## src/icache_pkg.sv

```systemverilog
package icache_pkg;

   // Address and data widths
   localparam int ADDR_W = 32;
   localparam int WORD_W = 32;

   // Line geometry, 16-byte lines of 32-bit words
   localparam int LINE_BYTES_LOG2 = 4;
   localparam int WORD_BYTES_LOG2 = 2;
   localparam int BEAT_CNT_W = LINE_BYTES_LOG2 - WORD_BYTES_LOG2;

   typedef logic [ADDR_W-1:0] addr_t;
   typedef logic [WORD_W-1:0] word_t;

   // Main controller states
   typedef enum logic [2:0] {
      ST_BOOT,
      ST_IDLE,
      ST_REFILL,
      ST_READOUT,
      ST_INV_READ,
      ST_INV_CLEAR
   } icache_state_e;

endpackage

```

## src/icache_ctrl.sv

```systemverilog
`timescale 1ns/100ps

module icache_ctrl #(
   parameter int SETS_LOG2 = 4
) (
   input  logic                      clk,
   input  logic                      rst_n,
   input  logic                      s1_valid,
   input  icache_pkg::addr_t         s1_addr,
   input  logic                      hit,
   input  logic                      line_done,
   input  logic                      inv_we,
   input  icache_pkg::addr_t         inv_addr,
   input  logic                      ar_ready,
   output icache_pkg::icache_state_e state,
   output logic [SETS_LOG2-1:0]      boot_idx,
   output icache_pkg::addr_t         inv_line_addr,
   output logic                      stall,
   output logic                      dout_vld,
   output logic                      inv_busy,
   output logic                      ar_valid,
   output icache_pkg::addr_t         ar_addr,
   output logic                      r_ready
);

   import icache_pkg::*;

   icache_state_e state_nxt;
   logic          miss;
   logic          inv_start;
   logic          refill_start;
   logic          inv_pending;

   assign miss = s1_valid && !hit;
   assign refill_start = (state == ST_IDLE) && miss;

   // A stage-1 miss holds the front end, so inv_we cannot meet it
   assign inv_start = (state == ST_IDLE) && inv_we && !miss;

   always_comb
   begin
      state_nxt = state;
      case (state)
         ST_BOOT:
         begin
            if (boot_idx == '0)
               state_nxt = ST_READOUT;
         end
         ST_IDLE:
         begin
            if (refill_start)
               state_nxt = ST_REFILL;
            else if (inv_start)
               state_nxt = ST_INV_READ;
         end
         ST_REFILL:
         begin
            if (line_done)
               state_nxt = ST_READOUT;
         end
         ST_INV_READ:
            state_nxt = ST_INV_CLEAR;
         ST_INV_CLEAR:
            state_nxt = ST_READOUT;
         // Tags and data re-read at the stage-1 address
         ST_READOUT:
            state_nxt = ST_IDLE;
         default:
            state_nxt = ST_IDLE;
      endcase
   end

   always_ff @(posedge clk or negedge rst_n)
   begin
      if (!rst_n)
         state <= ST_BOOT;
      else
         state <= state_nxt;
   end

   // Sweep counter, one set per boot cycle, counting down
   always_ff @(posedge clk or negedge rst_n)
   begin
      if (!rst_n)
         boot_idx <= '1;
      else if (state == ST_BOOT)
         boot_idx <= boot_idx - 1'b1;
   end

   always_ff @(posedge clk)
   begin
      if (inv_start)
         inv_line_addr <= {inv_addr[ADDR_W-1:LINE_BYTES_LOG2], {LINE_BYTES_LOG2{1'b0}}};
   end

   // Covers INV_READ, INV_CLEAR and the READOUT after them
   always_ff @(posedge clk or negedge rst_n)
   begin
      if (!rst_n)
         inv_pending <= 1'b0;
      else if (inv_start)
         inv_pending <= 1'b1;
      else if (state == ST_READOUT)
         inv_pending <= 1'b0;
   end

   assign inv_busy = inv_pending;

   // Address request stays up until the slave takes it
   always_ff @(posedge clk or negedge rst_n)
   begin
      if (!rst_n)
         ar_valid <= 1'b0;
      else if (refill_start)
         ar_valid <= 1'b1;
      else if (ar_ready)
         ar_valid <= 1'b0;
   end

   assign ar_addr = {s1_addr[ADDR_W-1:LINE_BYTES_LOG2], {LINE_BYTES_LOG2{1'b0}}};
   assign r_ready = (state == ST_REFILL);

   assign stall = (state != ST_IDLE) || miss;
   assign dout_vld = (state == ST_IDLE) && s1_valid && hit;

endmodule

```

## config.mk

```make
export PLATFORM = sky130hd
export DESIGN_NAME = icache_ctrl
export DESIGN_NICKNAME = d
export VERILOG_FILES = /design/src/icache_pkg.sv /design/src/icache_ctrl.sv
export SDC_FILE = /design/constraint.sdc
export NUM_CORES = 1
export LEC_CHECK = 0
export ABC_AREA = 0
export BUFFER_PORTS_ARGS = -buffer_cell sky130_fd_sc_hd__buf_2
export CAP_MARGIN = 20
export CORE_MARGIN = 2
export CORE_UTILIZATION = 37
export CTS_CLUSTER_DIAMETER = 120
export DETAILED_ROUTE_END_ITERATION = 12
export GPL_TIMING_DRIVEN = 1
export PLACE_DENSITY = 0.9
export SLEW_MARGIN = 40
export SYNTH_ARGS = -nofsm -noshare
export SYNTH_HDL_FRONTEND = slang
export SYNTH_SLANG_ARGS = --single-unit
```

## constraint.sdc

```tcl
create_clock -name clk -period 3.6 [get_ports clk]
set_input_delay 0.72 -clock clk [delete_from_list [all_inputs] [get_ports clk]]
set_output_delay 0.72 -clock clk [all_outputs]
set_load 0.005 [all_outputs]
```

# Word level (Yosys, flattened, before mapping)

Cells that the tools add are included.
W data, S select, Z words.

Input bits: 71
Logic and storage cells: 38
Output and inout bits: 76
Bits in registers: 37

Equal/unequal tests: 9
Multiplexer cells: 9
$add $sub $neg: 1
Reduce and logical (&&, ||, !) cells: 14

Operator list:

| cell                  | number |
|---|---|
| $pmux W3 S5           | 1 |
| $mux W3               | 4 |
| $eq A3 B2 Y1 const B  | 2 |
| $eq A3 B3 Y1 const B  | 2 |
| $logic_and A1 B1 Y1   | 6 |
| $logic_not A4 Y1      | 1 |
| $mux W1               | 4 |
| $ne A2 B2 Y1 const B  | 2 |
| $reduce_bool A2 Y1    | 2 |
| $sub A4 B1 Y4 const B | 1 |
| $eq A3 B1 Y1 const B  | 1 |
| $logic_not A3 Y1      | 1 |
| $ne A3 B1 Y1 const B  | 1 |
| $ne A3 B3 Y1 const B  | 1 |
| $reduce_and A3 Y1     | 1 |
| $logic_not A1 Y1      | 2 |
| $logic_or A1 B1 Y1    | 1 |

# Logic depth before layout (Yosys ltp)

Depth after elaboration: 7
Depth in mapped cells: 4
Mapped depth without buffers: 4

# Worst setup path after synthesis

OpenSTA, ideal clock, no wires.

Kind: input-to-reg
Start: in hit
End: reg inv_line_addr[10] (enable)
Required time: 3.152 ns
Path buffers: 0
Arrival: 2.901 ns
Library setup time: 0.448 ns
Stages on the path: 3
Slack: 0.251 ns
Path through: nand2b_1 nand3_1 nor3_1

Longest elaborated chain between the ends: 4

Ends and longest elaborated chain:

| element              | RTL line          | text |
|---|---|---|
| start, declared      | icache_ctrl.sv:10 | `input logic hit,` |
| $logic_not A1 Y1     | icache_ctrl.sv:34 | `assign miss = s1_valid && !hit;` |
| $logic_and A1 B1 Y1  | icache_ctrl.sv:34 |  |
| $logic_not A1 Y1     | icache_ctrl.sv:38 | `assign inv_start = (state == ST_IDLE) && inv_we && !miss;` |
| $logic_and A1 B1 Y1  | icache_ctrl.sv:38 |  |
| named net inv_start  | icache_ctrl.sv:30 | `logic inv_start;` |
| end signal, assigned | icache_ctrl.sv:93 | `inv_line_addr <= {inv_addr[ADDR_W-1:LINE_BYTES_LOG2], {LINE_BYTES_LOG2{1'b0}}};` |
| end, declared        | icache_ctrl.sv:17 | `output icache_pkg::addr_t inv_line_addr,` |

The timed path passes the listed nets, and every way through them passes these cells.
A chain may end at the register's enable or synchronous reset.

# Final worst setup path

Start: reg state[0]
End: out dout_vld

Longest elaborated chain between the ends: 3

Ends and longest elaborated chain:

| element                          | RTL line           | text |
|---|---|---|
| start, declared                  | icache_ctrl.sv:15  | `output icache_pkg::icache_state_e state,` |
| start signal, assigned           | icache_ctrl.sv:78  | `state <= state_nxt;` |
| $eq A3 B1 Y1                     | icache_ctrl.sv:124 | `assign dout_vld = (state == ST_IDLE) && s1_valid && hit;` |
| $logic_and A1 B1 Y1 (2 in a row) | icache_ctrl.sv:124 |  |
| end, declared                    | icache_ctrl.sv:19  | `output logic dout_vld,` |

No other way between the ends.

==> out/metrics.csv <==
metric,value,unit
clk_pin_slew,70,ps
relSlewSlack,65.6,%
combinationalPowerShare,24.2,%
synth_seq_cells,37,
grt_max_degree,29,
grt_pass1_vias,967,
setup_tns,0,ps
fin_skew,5.44,ps
place.gp.congestion,0.704,
post-route-drc-count,0,
slew_violations,0,
synth_mux_area_share,0,%
p_leak,0.839,nW
rows,23,
area_delta_synth_final,18.8,%
hold_path_class,in -> async,
synth_simple_gate_area_share,7.61,%
required,2880,ps
cts_tree,built,
vias,943,
finish.utilization,46.4,%
cp.arrival,1630,ps
drive_above_1_share,54.3,%
drtIter0Drc,54,
antenna_found_initial,0,
synthXorXnorAreaFrac,1.65,%
root_buffer,clkbuf_8,
diodes,0,
power_frac_clock,25.4,%
numCtsBuffers,5,
die_area,0.00485,mm2
synthAdderAreaFrac,0.784,%
power,1.34,mW
synth_top_family_by_area,buffers and inverters,
intPower,0.954,mW
clock.fmax,425,MHz
dp_hpwl,2180,um
syn_area_per_cell,14.4,um2
routed_wl,2810,um
ir_drop,172,uV
clk_latency,280,ps
p_per_area,707,mW/mm2
track_usage,11.7,%
avgRoutedWirePerCell,13.1,um
crit_type,reg -> out,
io_buffers,74,
finalHoldViolations,0,
synth_warnings,0,
clockBufferDepth,2,
tightestPinTransition,515,ps
firstDrtPassIters,4,
final_common_cell,buf_2,
rsz0062_at_grt,no,
ys_seq_area_share,67.1,%
switching_share,28.8,%
dieHeight,69.7,um
cts_setup_buffers,0,
postRouteAntennaNets,0,
finalNetCount,235,
cp-start-kind,flip-flop,
synth_cell_types,30,
synth.area.top_cells,"edfxtp_1, buf_4, dfrtp_1",
finalCriticalPeriod,2350,ps
power.switching,0.386,mW
htreeDepth,2,
die_w,69.7,um
hold_slack,274,ps
core_area,0.00409,mm2
synth_largest_area_cell,edfxtp_1,
mostFrequentLayoutCells,"buf_2, edfxtp_1, conb_1, inv_1",
fill_cells,375,
max-cap-violations,0,
finalSetupViolations,0,
reg2reg_slack,2150,ps
synth.top_cell.area_share,52.7,%
synthCells,111,
ctsHoldBuffers,0,
cp_max_fo,11,
power_frac_seq,50.4,%
via_per_inst,4.41,
grt_pass1_wl,4370,um
cts_resized,0,
clkSinkCount,37,
end_kind,primary output,
globalRouteOverflowTotal,0,
io_pins,147,
initial_utilization,39.0,%
synth-compound-area-share,3.53,%
status,"finished, final reports clean",
fin_crit_sh,65.4,%
syn_area,0.00160,mm2
## final timing paths
kind                                from          endpoint  depth (start not counted)
worst max register to register  state[0]  inv_line_addr[5]                          3
min in group clk                ar_valid          ar_valid                          1
max in group asynchronous          rst_n       boot_idx[3]                          1
worst min register to register  ar_valid          ar_valid                          1
worst max-delay path            state[0]          dout_vld                          3
worst min-delay path               rst_n          state[2]                          1
## cells by family (layout without fill, tap and decap cells)
kind of cell,count (synthesis),after routing
AOI/OAI and AO/OA,8,8
DFF,37,37
and+or+nand+nor,18,18
other,1,8
adders and majority gates,1,1
xor gates and xnor gates,3,3
buffers and inverters,43,89
## power groups by stage
stage,Clock (mW),Combinational [mW],Sequential [mW]
after floorplan,0,0.212,0.679
after global placement,0,0.321,0.678
after detailed placement,0,0.331,0.687
after CTS,0.354,0.332,0.677
after global routing,0.370,0.370,0.690
final,0.340,0.324,0.676
## cells in the mapped netlist
master and number:
nand3_1 1, or2b_1 1, buf_6 1, a21o_1 1, or3_4 1, dfrtp_1 5
dfstp_2 4, inv_1 6, nor2_1 2, ha_1 1, nor4_4 1, nand2_1 3
a21oi_1 2, xor2_1 1, a32o_1 1, nor3_1 2, nand2b_1 1, xnor2_1 2
o31ai_1 1, edfxtp_1 28, and3_1 1, a211oi_1 1, nor3b_1 2, o21ai_0 1
buf_4 36, nand4_1 1, conb_1 1, nand3b_1 1, a32oi_1 1, nor2b_1 1
## flip-flops by register name, indices dropped and copies added, names as in the netlist
signal         cells
inv_line_addr     28
ar_valid           1
inv_busy           1
state              3
boot_idx           4
## per-stage QoR
step	worst slack [ps]	area [um2]	instances
after CTS	1250	1900	214
after global routing	1120	1900	214
after floorplan	251	1620	118
final	1250	1900	214
after detailed placement	1580	1790	206
after global placement	1590	1790	206
## metal layers
| layer | GRT usage, % | vias up | share of wire, % |
|---|---|---|---|
| met4 | 8.33 | 0 | 1.7 |
| met2 | 18.7 | 65 | 48 |
| met5 | 0 | - | 0 |
| li1 | - | 443 | - |
| met1 | 12.1 | 427 | 38 |
| met3 | 5.38 | 8 | 13 |
## critical path: stages, from the launching register on
cell and delay, ps:
dfrtp_1 530, nor3b_1 500, and3_1 220, buf_2 110
## layout make-up
cell class | count | area, um2 | area share (%)
flip-flops and latches | 37 | 1070 | 56.5
repair buffers | 75 | 378 | 19.9
multi-input cells | 38 | 251 | 13.3
clock buffers | 5 | 68.8 | 3.63
well taps | 50 | 62.6 | 3.30
clock inverters | 3 | 41.3 | 2.18
inverters | 6 | 22.5 | 1.19
Note: power is estimated with default switching activity, not from simulation.
