===== src/icache_pkg.sv =====
package icache_pkg;

   // Address and data widths
   localparam int ADDR_W = 32;
   localparam int WORD_W = 32;

   // Line geometry, 16-byte lines of 32-bit words
   localparam int LINE_BYTES_LOG2 = 4;
   localparam int WORD_BYTES_LOG2 = 2;
   localparam int BEAT_CNT_W = LINE_BYTES_LOG2 - WORD_BYTES_LOG2;

   typedef logic [ADDR_W-1:0] addr_t;
   typedef logic [WORD_W-1:0] word_t;

   // Main controller states
   typedef enum logic [2:0] {
      ST_BOOT,
      ST_IDLE,
      ST_REFILL,
      ST_READOUT,
      ST_INV_READ,
      ST_INV_CLEAR
   } icache_state_e;

endpackage


===== src/icache_sdp_ram.sv =====
`timescale 1ns/100ps

module icache_sdp_ram #(
   parameter int AW = 4,
   parameter int DW = 32
) (
   input  logic          clk,
   input  logic          re,
   input  logic [AW-1:0] raddr,
   input  logic          we,
   input  logic [AW-1:0] waddr,
   input  logic [DW-1:0] wdata,
   output logic [DW-1:0] rdata
);

   logic [DW-1:0] mem [1 << AW];

   always_ff @(posedge clk)
   begin
      if (we)
         mem[waddr] <= wdata;
      // Output register holds while re is low
      // A write to the address being read is forwarded
      if (re)
         rdata <= (we && (waddr == raddr)) ? wdata : mem[raddr];
   end

endmodule


===== src/icache_tag_store.sv =====
`timescale 1ns/100ps

module icache_tag_store #(
   parameter int SETS_LOG2 = 4,
   parameter int WAYS_LOG2 = 2,
   localparam int WAYS = 1 << WAYS_LOG2,
   localparam int TAG_W = icache_pkg::ADDR_W - SETS_LOG2 - icache_pkg::LINE_BYTES_LOG2
) (
   input  logic                             clk,
   input  logic                             rst_n,
   input  logic                             rd_en,
   input  logic [SETS_LOG2-1:0]             rd_idx,
   input  logic [SETS_LOG2-1:0]             wr_idx,
   input  logic [WAYS-1:0]                  tag_we,
   input  logic [WAYS-1:0]                  rank_we,
   input  logic [WAYS-1:0][TAG_W:0]         tag_wdata,
   input  logic [WAYS-1:0][WAYS_LOG2-1:0]   rank_wdata,
   output logic [WAYS-1:0][TAG_W:0]         tag_rdata,
   output logic [WAYS-1:0][WAYS_LOG2-1:0]   rank_rdata
);

   // Set by the first read after reset, until then RAM outputs are junk
   logic rd_ok;

   always_ff @(posedge clk or negedge rst_n)
   begin
      if (!rst_n)
         rd_ok <= 1'b0;
      else if (rd_en)
         rd_ok <= 1'b1;
   end

   for (genvar i = 0; i < WAYS; i++)
   begin : gen_way
      logic [TAG_W:0] tag_raw;

      // Valid bit on top, tag below
      icache_sdp_ram #(.AW(SETS_LOG2), .DW(TAG_W + 1)) tag_ram_inst (
         .clk   (clk),
         .re    (rd_en),
         .raddr (rd_idx),
         .we    (tag_we[i]),
         .waddr (wr_idx),
         .wdata ({tag_wdata[i][TAG_W], tag_wdata[i][TAG_W-1:0]}),
         .rdata (tag_raw)
      );

      icache_sdp_ram #(.AW(SETS_LOG2), .DW(WAYS_LOG2)) rank_ram_inst (
         .clk   (clk),
         .re    (rd_en),
         .raddr (rd_idx),
         .we    (rank_we[i]),
         .waddr (wr_idx),
         .wdata (rank_wdata[i]),
         .rdata (rank_rdata[i])
      );

      assign tag_rdata[i] = {tag_raw[TAG_W] & rd_ok, tag_raw[TAG_W-1:0]};
   end

endmodule


===== config.mk =====
export PLATFORM = sky130hd
export DESIGN_NAME = icache_tag_store
export DESIGN_NICKNAME = d
export VERILOG_FILES = /design/src/icache_pkg.sv /design/src/icache_sdp_ram.sv /design/src/icache_tag_store.sv
export SDC_FILE = /design/constraint.sdc
export NUM_CORES = 1
export LEC_CHECK = 0
export BUFFER_PORTS_ARGS = -buffer_cell sky130_fd_sc_hd__buf_2
export CAP_MARGIN = 20
export CORE_ASPECT_RATIO = 0.9
export CORE_MARGIN = 5
export CORE_UTILIZATION = 25
export DETAILED_ROUTE_END_ITERATION = 7
export GPL_ROUTABILITY_DRIVEN = 0
export GPL_TIMING_DRIVEN = 0
export SYNTH_ARGS = -nofsm -noshare
export SYNTH_HDL_FRONTEND = slang
export SYNTH_HIERARCHICAL = 1
export SYNTH_SLANG_ARGS = --single-unit

===== constraint.sdc =====
create_clock -name clk -period 2 [get_ports clk]
set_clock_uncertainty 0.2 [all_clocks]
set_input_delay 0.1 -clock clk [delete_from_list [all_inputs] [get_ports clk]]
set_output_delay 0.1 -clock clk [all_outputs]
set_load 0.01 [all_outputs]

* Yosys cells after proc, flatten, opt, wreduce, memory -nomap -nowiden
Memory sizes are Yosys's and may differ from the RTL's. A register that Yosys moved wholly into a read port is not among the register bits. Index checks and enable logic that the tools add are counted. W data, S select, Z words.
Word-level totals: output and inout port bits 108, register bits 1, word-level logic and storage cells 29, memories kept 8, input bits 127, memory bits (writable) 1728
Memories:
- gen_way[0].tag_ram_inst.mem | depth 16, bits a word 25, rd ports 1, clocked after memory_dff 1, write ports 1, RTL line icache_sdp_ram.sv:16 | logic [DW-1:0] mem [1 << AW];
- gen_way[1].tag_ram_inst.mem | depth 16, bits a word 25, rd ports 1, clocked after memory_dff 1, write ports 1, RTL line icache_sdp_ram.sv:16
- gen_way[2].tag_ram_inst.mem | depth 16, bits a word 25, rd ports 1, clocked after memory_dff 1, write ports 1, RTL line icache_sdp_ram.sv:16
- gen_way[3].tag_ram_inst.mem | depth 16, bits a word 25, rd ports 1, clocked after memory_dff 1, write ports 1, RTL line icache_sdp_ram.sv:16
- gen_way[0].rank_ram_inst.mem | depth 16, bits a word 2, rd ports 1, clocked after memory_dff 1, write ports 1, RTL line icache_sdp_ram.sv:16
- gen_way[1].rank_ram_inst.mem | depth 16, bits a word 2, rd ports 1, clocked after memory_dff 1, write ports 1, RTL line icache_sdp_ram.sv:16
- 2 more memories
Cells by class: bitwise operators 4, muxes and demuxes 16
Operators with widths (count):
- $mux W1 | 16
- $and A1 B1 Y1 | 4

* Logic depth before layout (Yosys ltp)
Gate-level depths: netlist of the first run.
depth after elaboration 2, mapped depth 6, mapped depth without buffers 4

* Hierarchy
The synthesis of the first run kept the hierarchy.
Modules (own cells, without submodules):
- icache_sdp_ram (gen_way[0].tag_ram_inst ...) | cells an instance 695, sequential area each 12762.2 um^2, instances 4, area each 16154.2 um^2
- icache_sdp_ram (gen_way[0].rank_ram_inst ...) | cells an instance 84, sequential area each 1021.0 um^2, instances 4, area each 1496.4 um^2
- icache_tag_store | cells an instance 6, sequential area each 25.0 um^2, instances 1, area each 61.3 um^2

* Least setup slack after synthesis of the first run
Ideal clock, no wire load.
kind in2reg, start in wr_idx[2], end mem gen_way[0].tag_ram_inst/mem[0][0] (netlist name), enable pin, stages on the path 2, path slack -987 ps, arrival time 2349 ps, path buffers 0, data required time 1362 ps, cell sequence or3b_2 nor3_1
RTL lines:
- start, declared | RTL line icache_tag_store.sv:13 | input logic [SETS_LOG2-1:0] wr_idx,
- end, declared | RTL line icache_sdp_ram.sv:16
No word-level cell before the write port.

==> metrics, run 1 <==
clock transition at the registers of the reported paths=0.06 ns; Async SR Flop Fraction=0.0005444; initial antenna violation count=21; initial drt markers=3316; WS Path Type=flip-flop to output pin; Multi-input gate area=15360 µm²; Mapped Nets=3249; Cells after Synth=3122; failing checks=hold timing, setup timing; most frequent cell after synthesis=edfxtp_1; Root Driver=clkbuf_16; Die X=570.4 µm; Main synth FF type=edfxtp_1; maximum net fanout on the critical path=5; # port buffers=231; Post-synth EDFFs=1836; synth warn=6; setup ws final=-0.02604 ns; Seq cells post-synth=1837; Avg WL per Cell=23.18 µm; worst-path cell chain=and2_2, buf_2; status=complete, but fails checks; CP required=1.70 ns; DR vias/cell=4.475; hold crit path type=primary input to flip-flop; Leakage Power=27.91 nW; Finished Layout Cells=7825; vias in the first global route=36470; # clock sinks=1837; hold slack=-0.3756 ns; Starting Density=0.2506; CP Launch Type=flip-flop; Critical Path AT=1.73 ns; maximum root-to-sink buffer count=4; total number of vias=35020; Syn Area/Cell=22.63 µm²; Core ar.=281900 µm²; Achievable Freq=493.6 MHz; slowest stage delay, CP=0.58 ns; Power, Total=83.50 mW; max-cap check violation count=0; Max Slew Vio Count=0; H-tree Lvls=4; layout cells sized above 1=0.3301; PD cells=948.4 nW/µm²; Skew-Pair Late Insertion Delay=0.84 ns; io pins=235; RSZ-0062 raised after global routing=true; Post-DP Area=78770 µm²; Post-DRT Antenna Nets=0; Synth-to-Final Area Change=24.59%; post-synth top area share=0.7802; final WL=181400 µm; Final Hold Viols=98; global-route wire length before repair=261600 µm; period utilisation layout=1.013; # DRC=0; Rows=185; sequential fraction of the synthesis area=0.7806; FF+latch area=55160 µm²; top post-synthesis cells by count=edfxtp_1 (1836), mux4_2 (400), a22oi_1 (200); DP Wirelength=114800 µm; synthesized area=70660 µm²; die area=293400 µm²; maximum vdd drop=666.8 µV; Worst Max-Slew Pin Slew=0.9089 ns; fin nets=4055; relative slew slack=0.3940; final setup vio count=14; Layout fillers=26900; clock buffer count from CTS=195; gr usage total=0.1204; CP max-delay cell=dfrtp_4; Tmin final=2.026 ns; grt total ovfl=0; largest net degree at the start of global routing=58; Setup crit end kind=output pin; Yosys top cell by area=edfxtp_1; Finished Cell Area=88040 µm²; placed insts=7187; drt pass-1 iters=5; Yosys cell types=27; CTS tree=yes; die height=514.4 µm; Area contributors post-synth=edfxtp_1 (78%), mux4_2 (13%), a22oi_1 (2.1%), mux2_2 (1.7%), mux4_1 (1.2%); R2R Setup Slk=-0.02 ns
==> where the power goes <==
group | switching, mW | internal [mW] | total, mW
clock | 14.7 | 19.6 | 34.3
sequential | 0.231 | 43.4 | 43.6
combinational | 3.17 | 2.37 | 5.54
total | 18.1 | 65.4 | 83.5
==> sequential cells by signal, summed over array words and instances, names as in the netlist <==
register and flops:
gen_way.tag_ram_inst/mem 1600, gen_way.rank_ram_inst/mem 128, gen_way.tag_ram_inst/rdata 100, gen_way.rank_ram_inst/rdata 8, rd_ok 1
==> placed cells by master (no fill, tap or decap), drive strengths merged, types with 32 or more instances in the layout <==
cell type	synthesis	final
a22oi	200	200
buf	108	442
clkbuf	60	298
clkinv	0	81
dlygate4sd3	0	264
edfxtp	1836	1836
mux2	108	108
mux4	432	432
nand2	116	116
nor2	100	100
nor3	32	32
==> routing by layer <==
metal | global-route usage | up-vias | part of all wire
met3 | 0.02010 | 264 | 0.061
met2 | 0.1953 | 1219 | 0.48
met4 | 0.02800 | 4 | 0.024
li1 | - | 14900 | -
met5 | 0 | - | 0.00015
met1 | 0.1692 | 18630 | 0.44
==> per-stage QoR <==
| stage | utilization | setup TNS, ns | worst slack, ns | hold slack (ns) |
|---|---|---|---|---|
| 5_1_grt | 0.3122 | -0.7208 | -0.1554 | -0.4394 |
| 3_3_place_gp | 0.2717 | -4115.91 | -4.419 | -0.3157 |
| 3_5_place_dp | 0.2794 | -922.98 | -1.460 | -0.3189 |
| 2_1_floorplan | - | -324.67 | -0.7155 | -0.3956 |
| 6_report | 0.3123 | -0.1745 | -0.02604 | -0.3756 |
| 4_1_cts | 0.3111 | -1.663 | -0.2102 | 0.002830 |
==> path summary, 6_finish.rpt <==
check / end / cells after the start / start
worst max register to register: gen_way[0].rank_ram_inst/rdata[0]$_DFFE_PP_ / 4 / gen_way[0].rank_ram_inst/mem[9][0]$_DFFE_PP_
min in group asynchronous: rd_ok$_DFFE_PN0P_ / 4 / rst_n
worst min register to register: rd_ok$_DFFE_PN0P_ / 1 / rd_ok$_DFFE_PN0P_
worst min-delay path: gen_way[1].tag_ram_inst/mem[4][4]$_DFFE_PP_ / 2 / wr_idx[1]
max in group asynchronous: rd_ok$_DFFE_PN0P_ / 4 / rst_n
worst max-delay path: tag_rdata[24] / 2 / rd_ok$_DFFE_PN0P_
==> area by class of cell <==
cell class                      count  area share
Antenna cell                       13   0.0003695
Buffer                            167     0.01089
Clock buffer                      231     0.05720
Clock inverter                    110     0.01045
Multi-Input combinational cell   1117      0.1744
Sequential cell                  1837      0.6265
Tap cell                         3740     0.05315
Timing Repair Buffer              610     0.06697
==> cells by family after synthesis <==
| logic type | after synthesis | synth area share |
|---|---|---|
| DFF | 1837 | 0.7806 |
| muxes | 564 | 0.1600 |
| and+or+nand+nor | 321 | 0.02155 |
| AOI/OAI and AO/OA | 200 | 0.02125 |
| buffers and inverters | 168 | 0.01268 |
| xor gates and xnor gates | 32 | 0.003966 |
==> critical path, delay by kind of cell (launching register included) <==
family / cells / cell delay (ns)
buffers and inverters: 1 / 0.14
flip-flops: 1 / 0.58
AND/OR/NAND/NOR: 1 / 0.21
==> repair_timing <==
action                                  4_1_cts  5_1_grt
buffers inserted                             13        3
endpoints found under the hold margin      2972      185
pin swaps                                    12       18
gates resized for setup                      65       62
endpoints found under the setup margin      157      141
hold buffers                                264        6
Note: power is estimated with default switching activity, not from simulation.
==> inputs of run 2 (changes only) <==
--- a/config.mk
+++ b/config.mk
@@ -13,6 +13,8 @@
 export DETAILED_ROUTE_END_ITERATION = 7
 export GPL_ROUTABILITY_DRIVEN = 0
 export GPL_TIMING_DRIVEN = 0
+export SKIP_LAST_GASP = 1
+export SLEW_MARGIN = 20
 export SYNTH_ARGS = -nofsm -noshare
 export SYNTH_HDL_FRONTEND = slang
 export SYNTH_HIERARCHICAL = 1
==> run 2 against run 1 <==
Against the previous run:
- the run ends with setup timing left
- design area is 0.40% higher
- combinational power up 1%
- register-to-register slack about the same
- clock power is 2% higher
==> metrics, run 2 (synthesis gave the netlist of run 1 again) <==
maximum root-to-sink buffer count=4; Critical Path AT=1.78 ns; # DRC=0; total number of vias=35070; Synth-to-Final Area Change=25.08%; initial antenna violation count=23; RSZ-0062 raised after global routing=true; max FFs per register=1600; hold crit path type=primary input to flip-flop; io pins=235; Layout fillers=26860; period utilisation layout=1.038; Rows=185; maximum vdd drop=617.2 µV; CP Launch Type=flip-flop; drt pass-1 iters=7; clock transition at the registers of the reported paths=0.06 ns; # port buffers=231; max-cap check violation count=0; commonest non-fill, non-tap cell in the layout=edfxtp_1; failing checks=setup timing; Post-DRT Antenna Nets=0; initial drt markers=3332; DR vias/cell=4.458; Crit path buffers/inverters=1; Skew-Pair Late Insertion Delay=0.83 ns; Achievable Freq=481.6 MHz; Avg WL per Cell=23.39 µm; Tmin final=2.077 ns; placed insts=7193; Core ar.=281900 µm²; CP max-delay cell=dfrtp_4; Stages on worst setup path=2; Max Slew Vio Count=0; CP required=1.70 ns; Leakage Power=28.16 nW; Power, Total=84.25 mW; status=complete, but fails checks; final setup vio count=18; DP Wirelength=114600 µm; gr usage total=0.1216; cells on worst reg2reg path=4; Starting Density=0.2506; largest net degree at the start of global routing=56; cell family with most CP delay=flip-flops; WS Path Type=flip-flop to output pin; grt total ovfl=0; # clock sinks=1837; clock buffer count from CTS=194; maximum net fanout on the critical path=5; die area=293400 µm²; final WL=184000 µm; PD cells=953.1 nW/µm²; Setup crit end kind=output pin; Root Driver=clkbuf_16; relative slew slack=0.4210; vias in the first global route=36380; layout cells sized above 1=0.3370; most frequent cells in the layout=edfxtp_1 (1836), mux4_2 (408), dlygate4sd3_1 (290); Worst Max-Slew Pin Slew=0.8638 ns; FF+latch area=55160 µm²; WHS Path Cells=4; Largest regs=gen_way.tag_ram_inst/mem: 1600 flops, gen_way.rank_ram_inst/mem: 128 flops, gen_way.tag_ram_inst/rdata: 100 flops; Multi-input gate area=15330 µm²; fin nets=4089; setup ws final=-0.07656 ns; Final Hold Viols=0; die height=514.4 µm; global-route wire length before repair=263800 µm; Finished Layout Cells=7866; CTS tree=yes; Die X=570.4 µm; slowest stage delay, CP=0.58 ns; Largest Register=gen_way.tag_ram_inst/mem; H-tree Lvls=4; worst-path cell chain=and2_4, buf_6
[run 2: path summary, 6_finish.rpt]
path	start	slack, ns	to
max	rd_ok$_DFFE_PN0P_	-0.08	tag_rdata[99]
min	wr_idx[0]	0.01	gen_way[0].tag_ram_inst/mem[8][2]$_DFFE_PP_
max reg2reg	gen_way[0].rank_ram_inst/mem[0][0]$_DFFE_PP_	-0.01	gen_way[0].rank_ram_inst/rdata[0]$_DFFE_PP_
min reg2reg	rd_ok$_DFFE_PN0P_	0.53	rd_ok$_DFFE_PN0P_
max in group asynchronous	rst_n	1.05	rd_ok$_DFFE_PN0P_
min in group asynchronous	rst_n	0.43	rd_ok$_DFFE_PN0P_
[run 2: timing repair]
action | 4_1_cts | 5_1_grt
pin swaps | 7 | 13
resized for setup | 76 | 77
hold buffers | 292 | 9
buffers inserted | 9 | 4
endpoints found under the setup margin | 138 | 148
hold endpoints to repair | 2811 | 157
[run 2: per-layer routing]
metal,wire (µm),track usage,vias up,part of all wire
li1,-,-,14980,-
met1,80500,0.1706,18710,0.44
met2,88200,0.1984,1129,0.48
met3,11390,0.02045,235,0.062
met4,3892,0.02680,8,0.021
met5,42,0,-,0.00023
[run 2: worst min-delay path: stages]
cell and delay (ns):
buf_12 0.13, buf_12 0.17, clkbuf_2 0.29, nor3_4 0.13
[run 2: where the power goes]
part	internal [mW]	switching (mW)	total, mW
logic	2.39	3.20	5.60
registers	43.4	0.233	43.6
clock network	20.2	14.8	35.0
[run 2: cell type report]
| type | count | share of cell area |
|---|---|---|
| well taps | 3740 | 0.05294 |
| plain buffers | 168 | 0.01106 |
| flip-flops and latches | 1837 | 0.6241 |
| repair buffers | 644 | 0.06880 |
| clock inverters | 122 | 0.01287 |
| multi-input cells | 1117 | 0.1734 |
| diodes | 13 | 0.0003680 |
| clock buffers | 225 | 0.05647 |
[run 2: through the flow]
step                hold WS (ns)  instance area [µm²]  setup WS [ns]  utilization  setup TNS (ns)
global route            0.006658                88370        -0.1733       0.3134          -2.342
CTS                     -0.04613                88050        -0.2310       0.3123          -4.676
detailed placement       -0.3202                78670         -1.442       0.2790         -941.02
global placement         -0.3157                76600         -4.419       0.2717        -4115.91
floorplan                -0.3956                70760        -0.7155            -         -324.67
finish                   0.01496                88390       -0.07656       0.3135         -0.8688
