===== config.mk =====
export PLATFORM = sky130hd
export DESIGN_NAME = icache_way_select
export DESIGN_NICKNAME = d
export VERILOG_FILES = /design/src/icache_pkg.sv /design/src/icache_way_select.sv
export SDC_FILE = /design/constraint.sdc
export NUM_CORES = 1
export LEC_CHECK = 0
export ABC_AREA = 1
export BUFFER_PORTS_ARGS = -buffer_cell sky130_fd_sc_hd__clkbuf_2
export CORE_ASPECT_RATIO = 0.9
export CORE_MARGIN = 2
export CORE_UTILIZATION = 50
export DETAILED_ROUTE_END_ITERATION = 10
export PLACE_DENSITY_LB_ADDON = 0.25
export SYNTH_ARGS = -nofsm -noshare
export SYNTH_HDL_FRONTEND = slang
export SYNTH_SLANG_ARGS = --single-unit

===== constraint.sdc =====
create_clock -name vclk -period 6.3
set_input_delay 0.315 -clock vclk [all_inputs]
set_output_delay 0.315 -clock vclk [all_outputs]
set_load 0.01 [all_outputs]

===== src/icache_pkg.sv =====
package icache_pkg;

   // Address and data widths
   localparam int ADDR_W = 32;
   localparam int WORD_W = 32;

   // Line geometry, 16-byte lines of 32-bit words
   localparam int LINE_BYTES_LOG2 = 4;
   localparam int WORD_BYTES_LOG2 = 2;
   localparam int BEAT_CNT_W = LINE_BYTES_LOG2 - WORD_BYTES_LOG2;

   typedef logic [ADDR_W-1:0] addr_t;
   typedef logic [WORD_W-1:0] word_t;

   // Main controller states
   typedef enum logic [2:0] {
      ST_BOOT,
      ST_IDLE,
      ST_REFILL,
      ST_READOUT,
      ST_INV_READ,
      ST_INV_CLEAR
   } icache_state_e;

endpackage


===== src/icache_way_select.sv =====
`timescale 1ns/100ps

module icache_way_select #(
   parameter int SETS_LOG2 = 4,
   parameter int WAYS_LOG2 = 2,
   localparam int WAYS = 1 << WAYS_LOG2,
   localparam int TAG_W = icache_pkg::ADDR_W - SETS_LOG2 - icache_pkg::LINE_BYTES_LOG2
) (
   input  icache_pkg::icache_state_e        state,
   input  logic                             s1_valid,
   input  icache_pkg::addr_t                s1_addr,
   input  logic [SETS_LOG2-1:0]             boot_idx,
   input  logic [WAYS-1:0][TAG_W:0]         tag_rdata,
   input  logic [WAYS-1:0][WAYS_LOG2-1:0]   rank_rdata,
   output logic                             hit,
   output logic [WAYS_LOG2-1:0]             hit_way,
   output logic [WAYS_LOG2-1:0]             victim_way,
   output logic [WAYS-1:0]                  tag_we,
   output logic [WAYS-1:0][TAG_W:0]         tag_wdata,
   output logic [WAYS-1:0]                  rank_we,
   output logic [WAYS-1:0][WAYS_LOG2-1:0]   rank_wdata
);

   import icache_pkg::*;

   logic [TAG_W-1:0]     s1_tag;
   logic [TAG_W-1:0]     boot_stamp;
   logic [WAYS-1:0]      match;
   logic [WAYS_LOG2-1:0] hit_rank;

   assign s1_tag = s1_addr[ADDR_W-1 -: TAG_W];

   // Cleared entries carry their set number, easier to spot in a RAM dump
   assign boot_stamp = TAG_W'(boot_idx);

   for (genvar i = 0; i < WAYS; i++)
   begin : gen_match
      assign match[i] = tag_rdata[i][TAG_W] && (tag_rdata[i][TAG_W-1:0] == s1_tag);
   end

   assign hit = |match;

   // Way encoders, at most one match and one rank-0 way per set
   always_comb
   begin
      hit_way = '0;
      victim_way = '0;
      for (int i = 0; i < WAYS; i++)
      begin
         if (match[i])
            hit_way = WAYS_LOG2'(i);
         if (rank_rdata[i] == '0)
            victim_way = WAYS_LOG2'(i);
      end
   end

   assign hit_rank = rank_rdata[hit_way];

   always_comb
   begin
      tag_we = '0;
      rank_we = '0;
      for (int i = 0; i < WAYS; i++)
      begin
         tag_wdata[i] = tag_rdata[i];
         rank_wdata[i] = rank_rdata[i];
      end

      case (state)
         ST_BOOT:
         begin
            tag_we = '1;
            rank_we = '1;
            for (int i = 0; i < WAYS; i++)
            begin
               tag_wdata[i] = {1'b0, boot_stamp};
               rank_wdata[i] = WAYS_LOG2'(i);
            end
         end
         ST_IDLE:
         begin
            if (s1_valid && hit)
            begin
               // Hit way goes to the top, ways above its old rank move down
               rank_we = '1;
               for (int i = 0; i < WAYS; i++)
               begin
                  if (match[i])
                     rank_wdata[i] = '1;
                  else
                     rank_wdata[i] = rank_rdata[i] - WAYS_LOG2'(rank_rdata[i] > hit_rank);
               end
            end
            else if (s1_valid)
            begin
               // Claim the LRU way now, data follows during refill
               tag_we[victim_way] = 1'b1;
               tag_wdata[victim_way] = {1'b1, s1_tag};
            end
         end
         ST_INV_CLEAR:
         begin
            tag_we = match;
            for (int i = 0; i < WAYS; i++)
               tag_wdata[i][TAG_W] = 1'b0;
         end
         default:
         begin
         end
      endcase
   end

endmodule


-- Word level (Yosys, flattened, before mapping)
Index checks and enable logic that the tools add are counted.
- input bits: 148
- bits in registers: 0
- output and inout bits: 121
- word-level logic and storage cells: 63
- muxes and demuxes: 34
- equal/unequal tests: 6
- reduce and logical (&&, ||, !) cells: 12
- $add $sub $neg: 4
- $lt $le $gt $ge: 7
- operators by type and width (cell ; count):
    100-bit two-way mux ; 2
    24-bit one-hot mux with 2 select lines ; 4
    100-bit bitwise mux ; 1
    24-bit == test ; 4
    25-bit demux with 2-bit select ; 1
    25-bit two-way mux ; 1
    2-bit two-way mux ; 9
    8-bit one-hot mux with 2 select lines ; 1
    4-bit two-way mux ; 3
    4-bit one-hot mux with 3 select lines ; 1
    2-bit > comparator ; 4
    8-bit two-way mux ; 1
    1-bit one-hot mux with 2 select lines ; 4
    4-bit one-hot mux with 2 select lines ; 1
    2-bit by 1-bit subtractor with 2-bit output ; 4
    1-bit logical AND ; 6
    2-bit logical NOT ; 3
    2-bit by 3-bit < comparator with 1-bit output (second input constant) ; 2
    2-bit binary-select mux with 2-bit select ; 1
    4-bit OR reduction ; 1
    3-bit by 1-bit == test with 1-bit output (second input constant) ; 1
    3-bit == test (second input constant) ; 1
    3-bit logical NOT ; 1
    1-bit two-way mux ; 3
    other kinds (3) ; 3

-- Longest topological paths before layout
Gate-level depths: netlist of the first run.
- depth after elaboration: 12
- gate-level depth with buffers: 25
- depth with buffers taken out: 24

-- Worst setup path after synthesis of the first run
No wires, ideal clock.
- path type: in2out
- from: input port s1_addr[28]
- to: output port rank_wdata[0] (netlist name)
- stages on the path: 25
- data arrival time: 2728 ps
- path buffers: 1
- slack: 3257 ps
- required time: 5985 ps
- cells stage by stage: clkbuf_2 -> inv_2 -> nand2_1 -> nand2_1 -> nor2_1 -> nand2_1 -> nor2_1 -> nand2_1 -> nor2_1 -> inv_1 -> nand2_1 -> nand2_1 -> o21ai_0 -> nand2_1 -> nand3_1 -> ha_1 -> inv_1 -> nand3_1 -> a21oi_1 -> ha_1 -> inv_1 -> nor2_1 -> nand2_1 -> nand3_1 -> o21ai_0
- RTL lines (element ; RTL line ; RTL):
    start: declaration ; icache_way_select.sv:11 ; input icache_pkg::addr_t s1_addr,
    end: declaration ; icache_way_select.sv:21 ; output logic [WAYS-1:0][WAYS_LOG2-1:0] rank_wdata

==> impl_summary.md, run 1 <==
Outcome
The run finished with clean final reports.

Logic synthesis
Sequential cells were found to cover 0% of the synthesized design area. Yosys printed 0 warnings. The biggest area contributor in the post-synthesis netlist is nand2_1.

The number of nets in the synthesized netlist is approximately 1,400. The count of unique library cells instantiated by Yosys is 29. Yosys attributes the largest share of cell area to nand2_1, nand3_1, inv_1.

The cell count after synthesis is between 1,000 and 1,500. The synthesized netlist occupies a cell area of between 5000 and 6000 um^2. The synthesized design devotes to its leading area cell type between 30% and 40% of total area.

The average cell area after synthesis is about 4.4 um^2.

Global routing
The wire length of the first global-routing pass is roughly 42 mm. The initial antenna violation count is 1. The number of global-route vias before repair is just over 8,000.

The overall fraction of global-route tracks in use is 44.98%. The maximum number of pins on one net before global-route repair is 85. The leftover overflow at the end of global routing is 0.

Cells and area
For this run, the number of standard cells in the final layout without fillers is roughly 1,600. The share of cells above drive strength 1 is between 20 and 25%. The layout-stage area growth over the synthesis result is 22.41%. In the layout the commonest cells are nand2_1, clkbuf_2, nand3_1, inv_1, nor2_1.

The cell area after layout is approximately 6800 um^2. The layout has 0 clock buffers. The number of sequential cells is 0. The library cell used most frequently in the layout, excluding fill and tap cells, is nand2_1. The number of nets in the layout is approximately 1,600. The storage element area is 0 um^2.

Power
The reported leakage power is about 4.2 nW. For this design the ratio of total power to cell area is 76.55 nW/um^2. The final total power is around 0.00052 W. The worst-case IR drop observed on VDD is approximately 52 uV.

Timing
Static timing analysis puts the maximum clock frequency at about 250 MHz. The setup violation total in the final timing report is 0. For the finished layout, the period the worst path requires is between 4000 and 5000 ps.

The ratio of final minimum period to clock period is about 65%. Summed over all failing endpoints, the final setup total negative slack is 0 ps. Setup repair after global routing left no endpoint under its margin.

The final max-slew violation count is 0. At the pin with the least slew margin, the transition time is slightly below 1000 ps. The worst slew margin relative to its limit is between 30% and 40%.

The minimum setup slack in the final design is roughly 2200 ps. The total count of hold-check failures in the final report was 0.

Clock network
In this run, post-CTS repair resized a total of 0 instances. The number of buffers inserted to repair setup after CTS is 0. The total of hold buffers inserted after clock tree synthesis is 0.

Floorplanning
The initial utilization of the core area, before any placement, comes to roughly half. The number of core rows is 36. The die covers approximately 12,000 um^2. The height of the chip is around 100 um. After floorplanning, the core was sized to cover approximately 11,000 um^2. The width of the die is between 100 and 150 um. 269 I/O pins were placed.

Worst hold path
The classification of the worst-slack hold path is input pin to primary output. Along the worst hold path, the cell count comes to 4.

Route
The residual antenna-violating net count after detailed routing is 0. The final wirelength is 28.72 mm. In this run, the number of DRC markers left after iteration 0 of detailed routing was approximately 1,500. The routed wire length per instance is 17.93 um. The first TritonRoute pass finished after 8 iterations. The total number of vias is ~9,500. The post-detailed-route DRC marker count is 0.

In the routed layout, each cell is associated on average with a via count of between 5 and 6.

Place
Summed over all nets, the half-perimeter wirelength after detailed placement is between 20 and 25 mm. OpenSTA, run right after detailed placement, puts the worst setup slack at 2382 ps. Including well taps, the total number of placed cells is around 1,600. The weighted congestion at the end of routability-driven global placement is 1.074. Port buffering added approximately 260 buffers.

The area of placed instances is slightly below 7000 um^2.

Critical path
The startpoint class of the critical path is an input pin. Along the worst path, the maximum fanout reaches 10. Data on the critical path is required at its endpoint by about 6000 ps. The worst setup path is captured at a primary output. The type of the setup path with the least slack is input pin to primary output. At the worst endpoint, the arrival time is roughly 3800 ps.

Run
The tool flagged a number of max-cap violations equal to 0.
[synthesized netlist by cell type, drive strengths merged]
master / count
inv: 174
clkbuf: 27
nor2: 116
and2: 1
o211ai: 2
xor2: 2
a21oi: 25
nand2: 501
buf: 28
o311ai: 3
nor3: 4
nand3: 243
o21ai: 91
xnor2: 13
nand3b: 3
nand4: 12
clkinv: 1
ha: 8
[final timing paths]
path	startpoint	to	slack (ps)
min	tag_rdata[27]	tag_wdata[27]	970
max	s1_addr[17]	rank_wdata[0]	2220
[metrics by stage]
step           util [%]  hold WS (ps)
2_1_floorplan         -         753.7
3_5_place_dp      62.64         971.6
4_1_cts           62.64         971.4
3_3_place_gp      62.64         970.4
5_1_grt           62.66         993.7
6_report          62.66         971.0
[cell type report]
type | count | area (um^2)
timing repair buffer | 269 | 1366
fill | 1212 | 4036
tap | 133 | 166.4
antenna | 1 | 2.502
multi-input combinational | 1024 | 4579
inverter | 175 | 659.4
[report_power, final]
group / internal, W / total (W) / leakage (nW) / switching [W]
Sequential: 0 / 0 / 0 / 0
Clock: 0.0000000000212 / 0.0000000000212 / 0.00000634 / 0
Combinational: 0.000172 / 0.000519 / 4.22 / 0.000347
[routing by layer]
metal / wire length (um) / share of wire (%) / vias up / GRT usage (%)
met5: 0 / 0 / - / 0
met4: 1720 / 6.0 / 0 / 19.28
met3: 4187 / 15 / 137 / 7.607
met2: 12140 / 42 / 809 / 70.50
met1: 10670 / 37 / 4104 / 60.18
li1: - / - / 4401 / -
[kinds of logic (layout without fill, tap and decap cells)]
kind of cell / count (synthesis) / after routing / synth area share (%)
and+or+nand+nor: 880 / 880 / 66.79
buffers and inverters: 230 / 444 / 17.79
xor gates and xnor gates: 15 / 15 / 2.374
other: 0 / 1 / 0
AOI/OAI and AO/OA: 121 / 121 / 11.24
adders and majority gates: 8 / 8 / 1.809
[critical path, stage by stage]
cell and delay, ps:
clkbuf_2 230, inv_2 300, nand2_1 90, nand2_1 100, nand3_1 70, nor2_1 100
nand3_1 80, nor2_1 460, nand2_1 110, nand2_1 140, o21ai_0 90, nand2_1 70
nand3_1 210, ha_1 360, inv_1 40, a21oi_1 140, a21oi_1 60, ha_1 270
inv_1 30, nor2_1 90, nand2_1 60, nand3_1 70, o21ai_0 90, clkbuf_2 170
Power figures use the tool's default switching activity.
==> run 2: changes to the inputs <==
- CORE_UTILIZATION: 50 -> 45
- clock period: 6.3 -> 3.7 ns (I/O delays scaled with it)
==> impl_summary.md, run 2 (same netlist as run 1, synthesis figures left out) <==
Timing
The total count of hold-check failures in the final report is 0 (unchanged). The final max-slew violation count is 0 (unchanged). The worst slew margin relative to its limit is 32.59% (was 35.34%).

The setup violation total in the final timing report was 0 (unchanged). The top achievable clock speed is approximately 300 MHz. Setup repair after global routing missed its margin: no (unchanged). The actual transition at the worst max-transition pin is 1011 ps (was 969.9 ps). The total negative slack is 0 ps (unchanged). The ratio of final minimum period to clock period is roughly nine tenths. After layout, the minimum clock period comes to between 3000 and 4000 ps. The worst hold slack after final layout came to 711.4 ps (was 971.0 ps).

Worst hold path
The classification of the worst-slack hold path is input pin to primary output (unchanged). The cell depth of the worst hold path is 4 (unchanged).

Global routing
The most used routing layer is met2 (unchanged). The initial antenna violation count is 0 (was 1). The global-route met3 utilization is 7.688% (was 7.607%). The global-route met1 utilization is 55.13% (was 60.18%).

The leftover overflow at the end of global routing is 0 (unchanged). The number of global-route vias before repair is 7,841 (was 8,055). The overall fraction of global-route tracks in use is 41.72% (was 44.98%). The met2 global-route usage came to 65.73% (was 70.50%).

The maximum number of pins on one net before global-route repair is 85 (unchanged). The wire length of the first global-routing pass is 42.21 mm (was 42.25 mm).

Power
The cell area power density is 128.8 nW/um^2 (was 76.55 nW/um^2). The maximum vdd ir drop came to 77.08 uV (was 51.55 uV). The reported leakage power is 4.337 nW (was 4.216 nW).

Floorplanning
The full die area is 13,200 um^2 (was 11,930 um^2). The number of core rows came to 38 (was 36). The height of the chip is 109.2 um (was 103.8 um). The initial standard-cell utilization of the core is 46.01% (was 51.19%). The core area is 12,030 um^2 (was 10,810 um^2). The width of the die is 120.9 um (was 114.9 um). The count of boundary I/O pins came to 269 (unchanged).

Critical path
The biggest fanout along the worst timing path came to 6 (was 10). The type of the setup path with the least slack is input pin to primary output (unchanged). The required time of the critical path is 3510 ps (was 5980 ps). The startpoint class of the critical path was an input pin (unchanged). The type of destination of the critical path is a primary output (unchanged).

The arrival time of data at the critical path endpoint is 3170 ps (was 3760 ps).

Route
The final wirelength is 29.38 mm (was 28.72 mm). The total number of vias is 9,277 (was 9,451). The residual antenna-violating net count after detailed routing is 0 (unchanged). The average via count per standard cell came to 5.619 (was 5.900). The post-detailed-route DRC marker count is 0 (unchanged). The number of optimization iterations in the first detailed-route pass was 6 (was 8). The routed wire length per instance is 17.79 um (was 17.93 um). The iteration-0 DRC count of the detailed router is 1,393 (was 1,501).

Cells and area
The antenna cell count is 0 (was 1). The number of sequential cells is 0 (unchanged). The number of nets in the layout is 1,649 (was 1,626). The count of clock-net buffers in the final layout is 0 (unchanged). The share of cells above drive strength 1 was 21.93% (was 20.71%). The number of inserted filler cells in the final layout was 1,397 (was 1,212). The storage element area is 0 um^2 (unchanged). The layout-stage area growth over the synthesis result is 26.54% (was 22.41%). The commonest non-fill, non-tap cell in the layout is nand2_1 (unchanged). Most frequent cells in the layout: nand2_1, clkbuf_2, nand3_1, inv_1, nor2_1 (unchanged).

Clock network
The number of gates resized after cts was 0 (unchanged). The total of hold buffers inserted after clock tree synthesis is 0 (unchanged). The number of buffers inserted to repair setup after CTS is 0 (unchanged).

Place
The sum of net half-perimeters after detailed placement is 23.15 mm (was 22.18 mm). The weighted congestion at the end of routability-driven global placement is 1.060 (was 1.074). The quantity of I/O buffers inserted on ports is 261 (unchanged).

Run
The max-cap violation count is 0 (unchanged).

Outcome
Run status: complete, no violations (unchanged).
-- run 2: cell types whose count changed in the layout (fill, tap and decap cells not counted), sizes merged --
cell and change:
buf +23, diode -1
-- run 2: routing by layer --
| layer | vias to the layer above | part of all wire [%] |
|---|---|---|
| met1 | 4024 | 39 |
| met5 | - | 0 |
| li1 | 4442 | - |
| met4 | 0 | 5.6 |
| met3 | 115 | 14 |
| met2 | 696 | 42 |
-- run 2: where the power goes --
group | switching, W | total, W | internal (W) | leakage (nW)
clock network | 0 | 0 | 0 | 0
registers | 0 | 0 | 0 | 0
logic | 0.000595 | 0.000902 | 0.000307 | 4.34
total | 0.000595 | 0.000902 | 0.000307 | 4.34
-- run 2: critical path, cell delays in order --
cell	delay, ps
clkbuf_2	260
inv_2	190
nand2_1	90
nand2_1	80
nor2_1	130
nand2_1	60
nor2_1	120
nand2_1	80
nor2_1	90
buf_4	170
nand2_1	60
nand2_1	70
o21ai_0	70
nand2_1	70
nand3_1	80
ha_1	280
inv_1	70
nand3_1	80
a21oi_1	200
ha_1	270
inv_1	50
nor2_1	40
nand2_1	70
nand3_1	50
o21ai_0	80
clkbuf_2	170
-- run 2: final timing paths --
kind	from	to
hold / removal	tag_rdata[27]	tag_wdata[27]
setup / recovery	s1_addr[30]	rank_wdata[0]
-- run 2: layout make-up --
cell class / instances / area, um^2 / share of cell area (%)
multi-input combinational: 1024 / 4579 / 65.39
timing repair buffer: 292 / 1564 / 22.33
inverter: 175 / 659.4 / 9.416
tap: 160 / 200.2 / 2.859
-- run 2: stage by stage --
stage               instance area, um^2  worst slack [ps]  utilization (%)  power (W)  instances
floorplan                          5534             916.8                -  0.0004918       1254
global placement                   7003             431.3            58.22  0.0008676       1651
detailed placement                 7003             410.8            58.22  0.0008737       1651
CTS                                7003             403.2            58.22  0.0008773       1651
global route                       7003             76.40            58.22  0.0009772       1651
finish                             7003             340.9            58.22  0.0009021       1651
==> run 3: changes to the inputs <==
- CORE_UTILIZATION: 45 -> 50
- clock period: 3.7 -> 3.2 ns (I/O delays scaled with it)
==> impl_summary.md, run 3 (same netlist as run 1, synthesis figures left out) <==
Timing
The worst slew margin relative to its limit came to 33.52% (was 32.59%). The total count of hold-check failures in the final report was 0 (unchanged). The ratio of final minimum period to clock period is between 90% and 100%. The smallest clock period supported by the final layout is computed as approximately 3100 ps.

The final max-slew violation count is 0 (unchanged). The setup violation total in the final timing report came to 0 (unchanged). Setup repair after global routing missed its margin: yes (was no). The actual transition at the worst max-transition pin came to 997.1 ps (was 1011 ps). Static timing analysis puts the maximum clock frequency at 321.9 MHz.

Cells and area
The storage element area is 0 um^2 (unchanged). The share of cells above drive strength 1 is 26.56% (was 21.93%). The number of nets in the layout is 1,709 (was 1,649).

The cell area after layout is 7569 um^2 (was 7003 um^2). The count of clock-net buffers in the final layout is 0 (unchanged). The commonest non-fill, non-tap cell in the layout is nand2_1 (unchanged). The number of sequential cells was 0 (unchanged).

The layout-stage area growth over the synthesis result was 36.76% (was 26.54%). Most frequent cells in the layout: nand2_1, clkbuf_2, nand3_1, inv_1, nor2_1 (unchanged).

Run
The max-cap violation count came to 0 (unchanged).

Outcome
Run status: complete, no violations (unchanged).

Critical path
The arrival time of data at the critical path endpoint is 2950 ps (was 3170 ps). The biggest fanout along the worst timing path came to 34 (was 6). The startpoint class of the critical path is an input pin (unchanged). The required time of the critical path is 3040 ps (was 3510 ps).

The type of destination of the critical path was a primary output (unchanged). The startpoint of the most critical setup path was s1_addr[28] (was s1_addr[30]). The type of the setup path with the least slack is input pin to primary output (unchanged).

Power
The reported leakage power came to 4.633 nW (was 4.337 nW). The maximum vdd ir drop is 102.8 uV (was 77.08 uV). The cell area power density is 148.4 nW/um^2 (was 128.8 nW/um^2).

The final total power is 0.001123 W (was 0.0009021 W).

Route
The final wirelength was 29.91 mm (was 29.38 mm). The routed wire length per instance was 17.74 um (was 17.79 um). The total number of vias is 9,909 (was 9,277). The iteration-0 DRC count of the detailed router is 1,522 (was 1,393). The average via count per standard cell is 5.877 (was 5.619). The number of optimization iterations in the first detailed-route pass was 6 (unchanged). The post-detailed-route DRC marker count is 0 (unchanged). The residual antenna-violating net count after detailed routing is 0 (unchanged).

Worst hold path
The worst hold path startpoint is tag_rdata[35] (was tag_rdata[27]). The classification of the worst-slack hold path is input pin to primary output (unchanged).

Global routing
The number of global-route vias before repair is 8,635 (was 7,841). The leftover overflow at the end of global routing is 0 (unchanged). The initial antenna violation count was 1 (was 0).

The maximum number of pins on one net before global-route repair is 85 (unchanged). The wire length of the first global-routing pass is 44.86 mm (was 42.21 mm). The overall fraction of global-route tracks in use is 47.48% (was 41.72%).

Floorplanning
The number of core rows is 36 (was 38). The width of the die was 114.9 um (was 120.9 um). The core area is 10,810 um^2 (was 12,030 um^2). The height of the chip is 103.8 um (was 109.2 um).

The initial standard-cell utilization of the core was 51.19% (was 46.01%). The full die area came to 11,930 um^2 (was 13,200 um^2). The count of boundary I/O pins is 269 (unchanged).

Place
The weighted congestion at the end of routability-driven global placement was 1.125 (was 1.060). The sum of net half-perimeters after detailed placement is 23.76 mm (was 23.15 mm). The area of placed instances is 7397 um^2 (was 7003 um^2). The quantity of I/O buffers inserted on ports came to 261 (unchanged).
-- run 3: cell count changes in the layout (fill, tap and decap cells not counted), sizes merged --
| cell | delta |
|---|---|
| buf | +67 |
| clkbuf | -7 |
| diode | +2 |
| clkinvlp | +1 |
| inv | -1 |
-- run 3: what timing repair did --
action                                  in CTS  in global routing
setup buffers                                0                  3
hold endpoints to repair                     0                  0
endpoints found under the setup margin       0                 14
hold buffers                                 0                  0
gates resized for setup                      0                 58
-- run 3: critical path: stages --
cell,delay [ps]
clkbuf_2,200
inv_2,100
buf_4,120
buf_4,180
nand2_1,70
nand2_1,100
nor2_1,60
nand2_1,70
nor2_1,50
nand2_1,90
nor2_1,50
nor2_2,170
nand2_4,120
inv_4,340
nand2_2,460
nand2_1,170
nand3_1,80
o21ai_1,150
clkbuf_2,180
-- run 3: power by group --
group | leakage [nW] | switching, W | internal (W)
clock | 0.0000127 | 0 | 0.0000000000693
sequential | 0 | 0 | 0
combinational | 4.63 | 0.000715 | 0.000408
total | 4.63 | 0.000715 | 0.000408
-- run 3: area by class of cell --
type               instances  area, um^2
fillers                 1077        3242
multi-input cells       1024        4684
repair buffers           352        2042
inverters                175       670.6
well taps                133       166.4
diodes                     2       5.005
-- run 3: final timing paths --
| path | endpoint | slack (ps) | depth (start not counted) |
|---|---|---|---|
| setup / recovery | tag_wdata[34] | 90 | 19 |
| hold / removal | tag_wdata[35] | 660 | 4 |
-- run 3: layer usage --
layer  track usage, %  vias up  share of wire (%)
met5                0        -                  0
met4            25.90        0                6.8
met3            10.36      178                 15
met2            71.81      860                 41
met1            62.05     4306                 37
li1                 -     4565                  -
-- run 3: stage by stage --
| stage | hold slack, ps | util [%] | setup TNS (ps) | worst slack, ps | cells |
|---|---|---|---|---|---|
| 2_1_floorplan | 443.7 | - | 0 | 466.8 | 1254 |
| 5_1_grt | 691.6 | 69.99 | -71.96 | -24.32 | 1685 |
| 3_5_place_dp | 662.5 | 68.43 | 0 | 21.41 | 1681 |
| 6_report | 662.6 | 70.01 | 0 | 93.85 | 1686 |
| 4_1_cts | 663.7 | 68.43 | 0 | 17.19 | 1681 |
| 3_3_place_gp | 656.7 | 68.43 | 0 | 70.47 | 1681 |
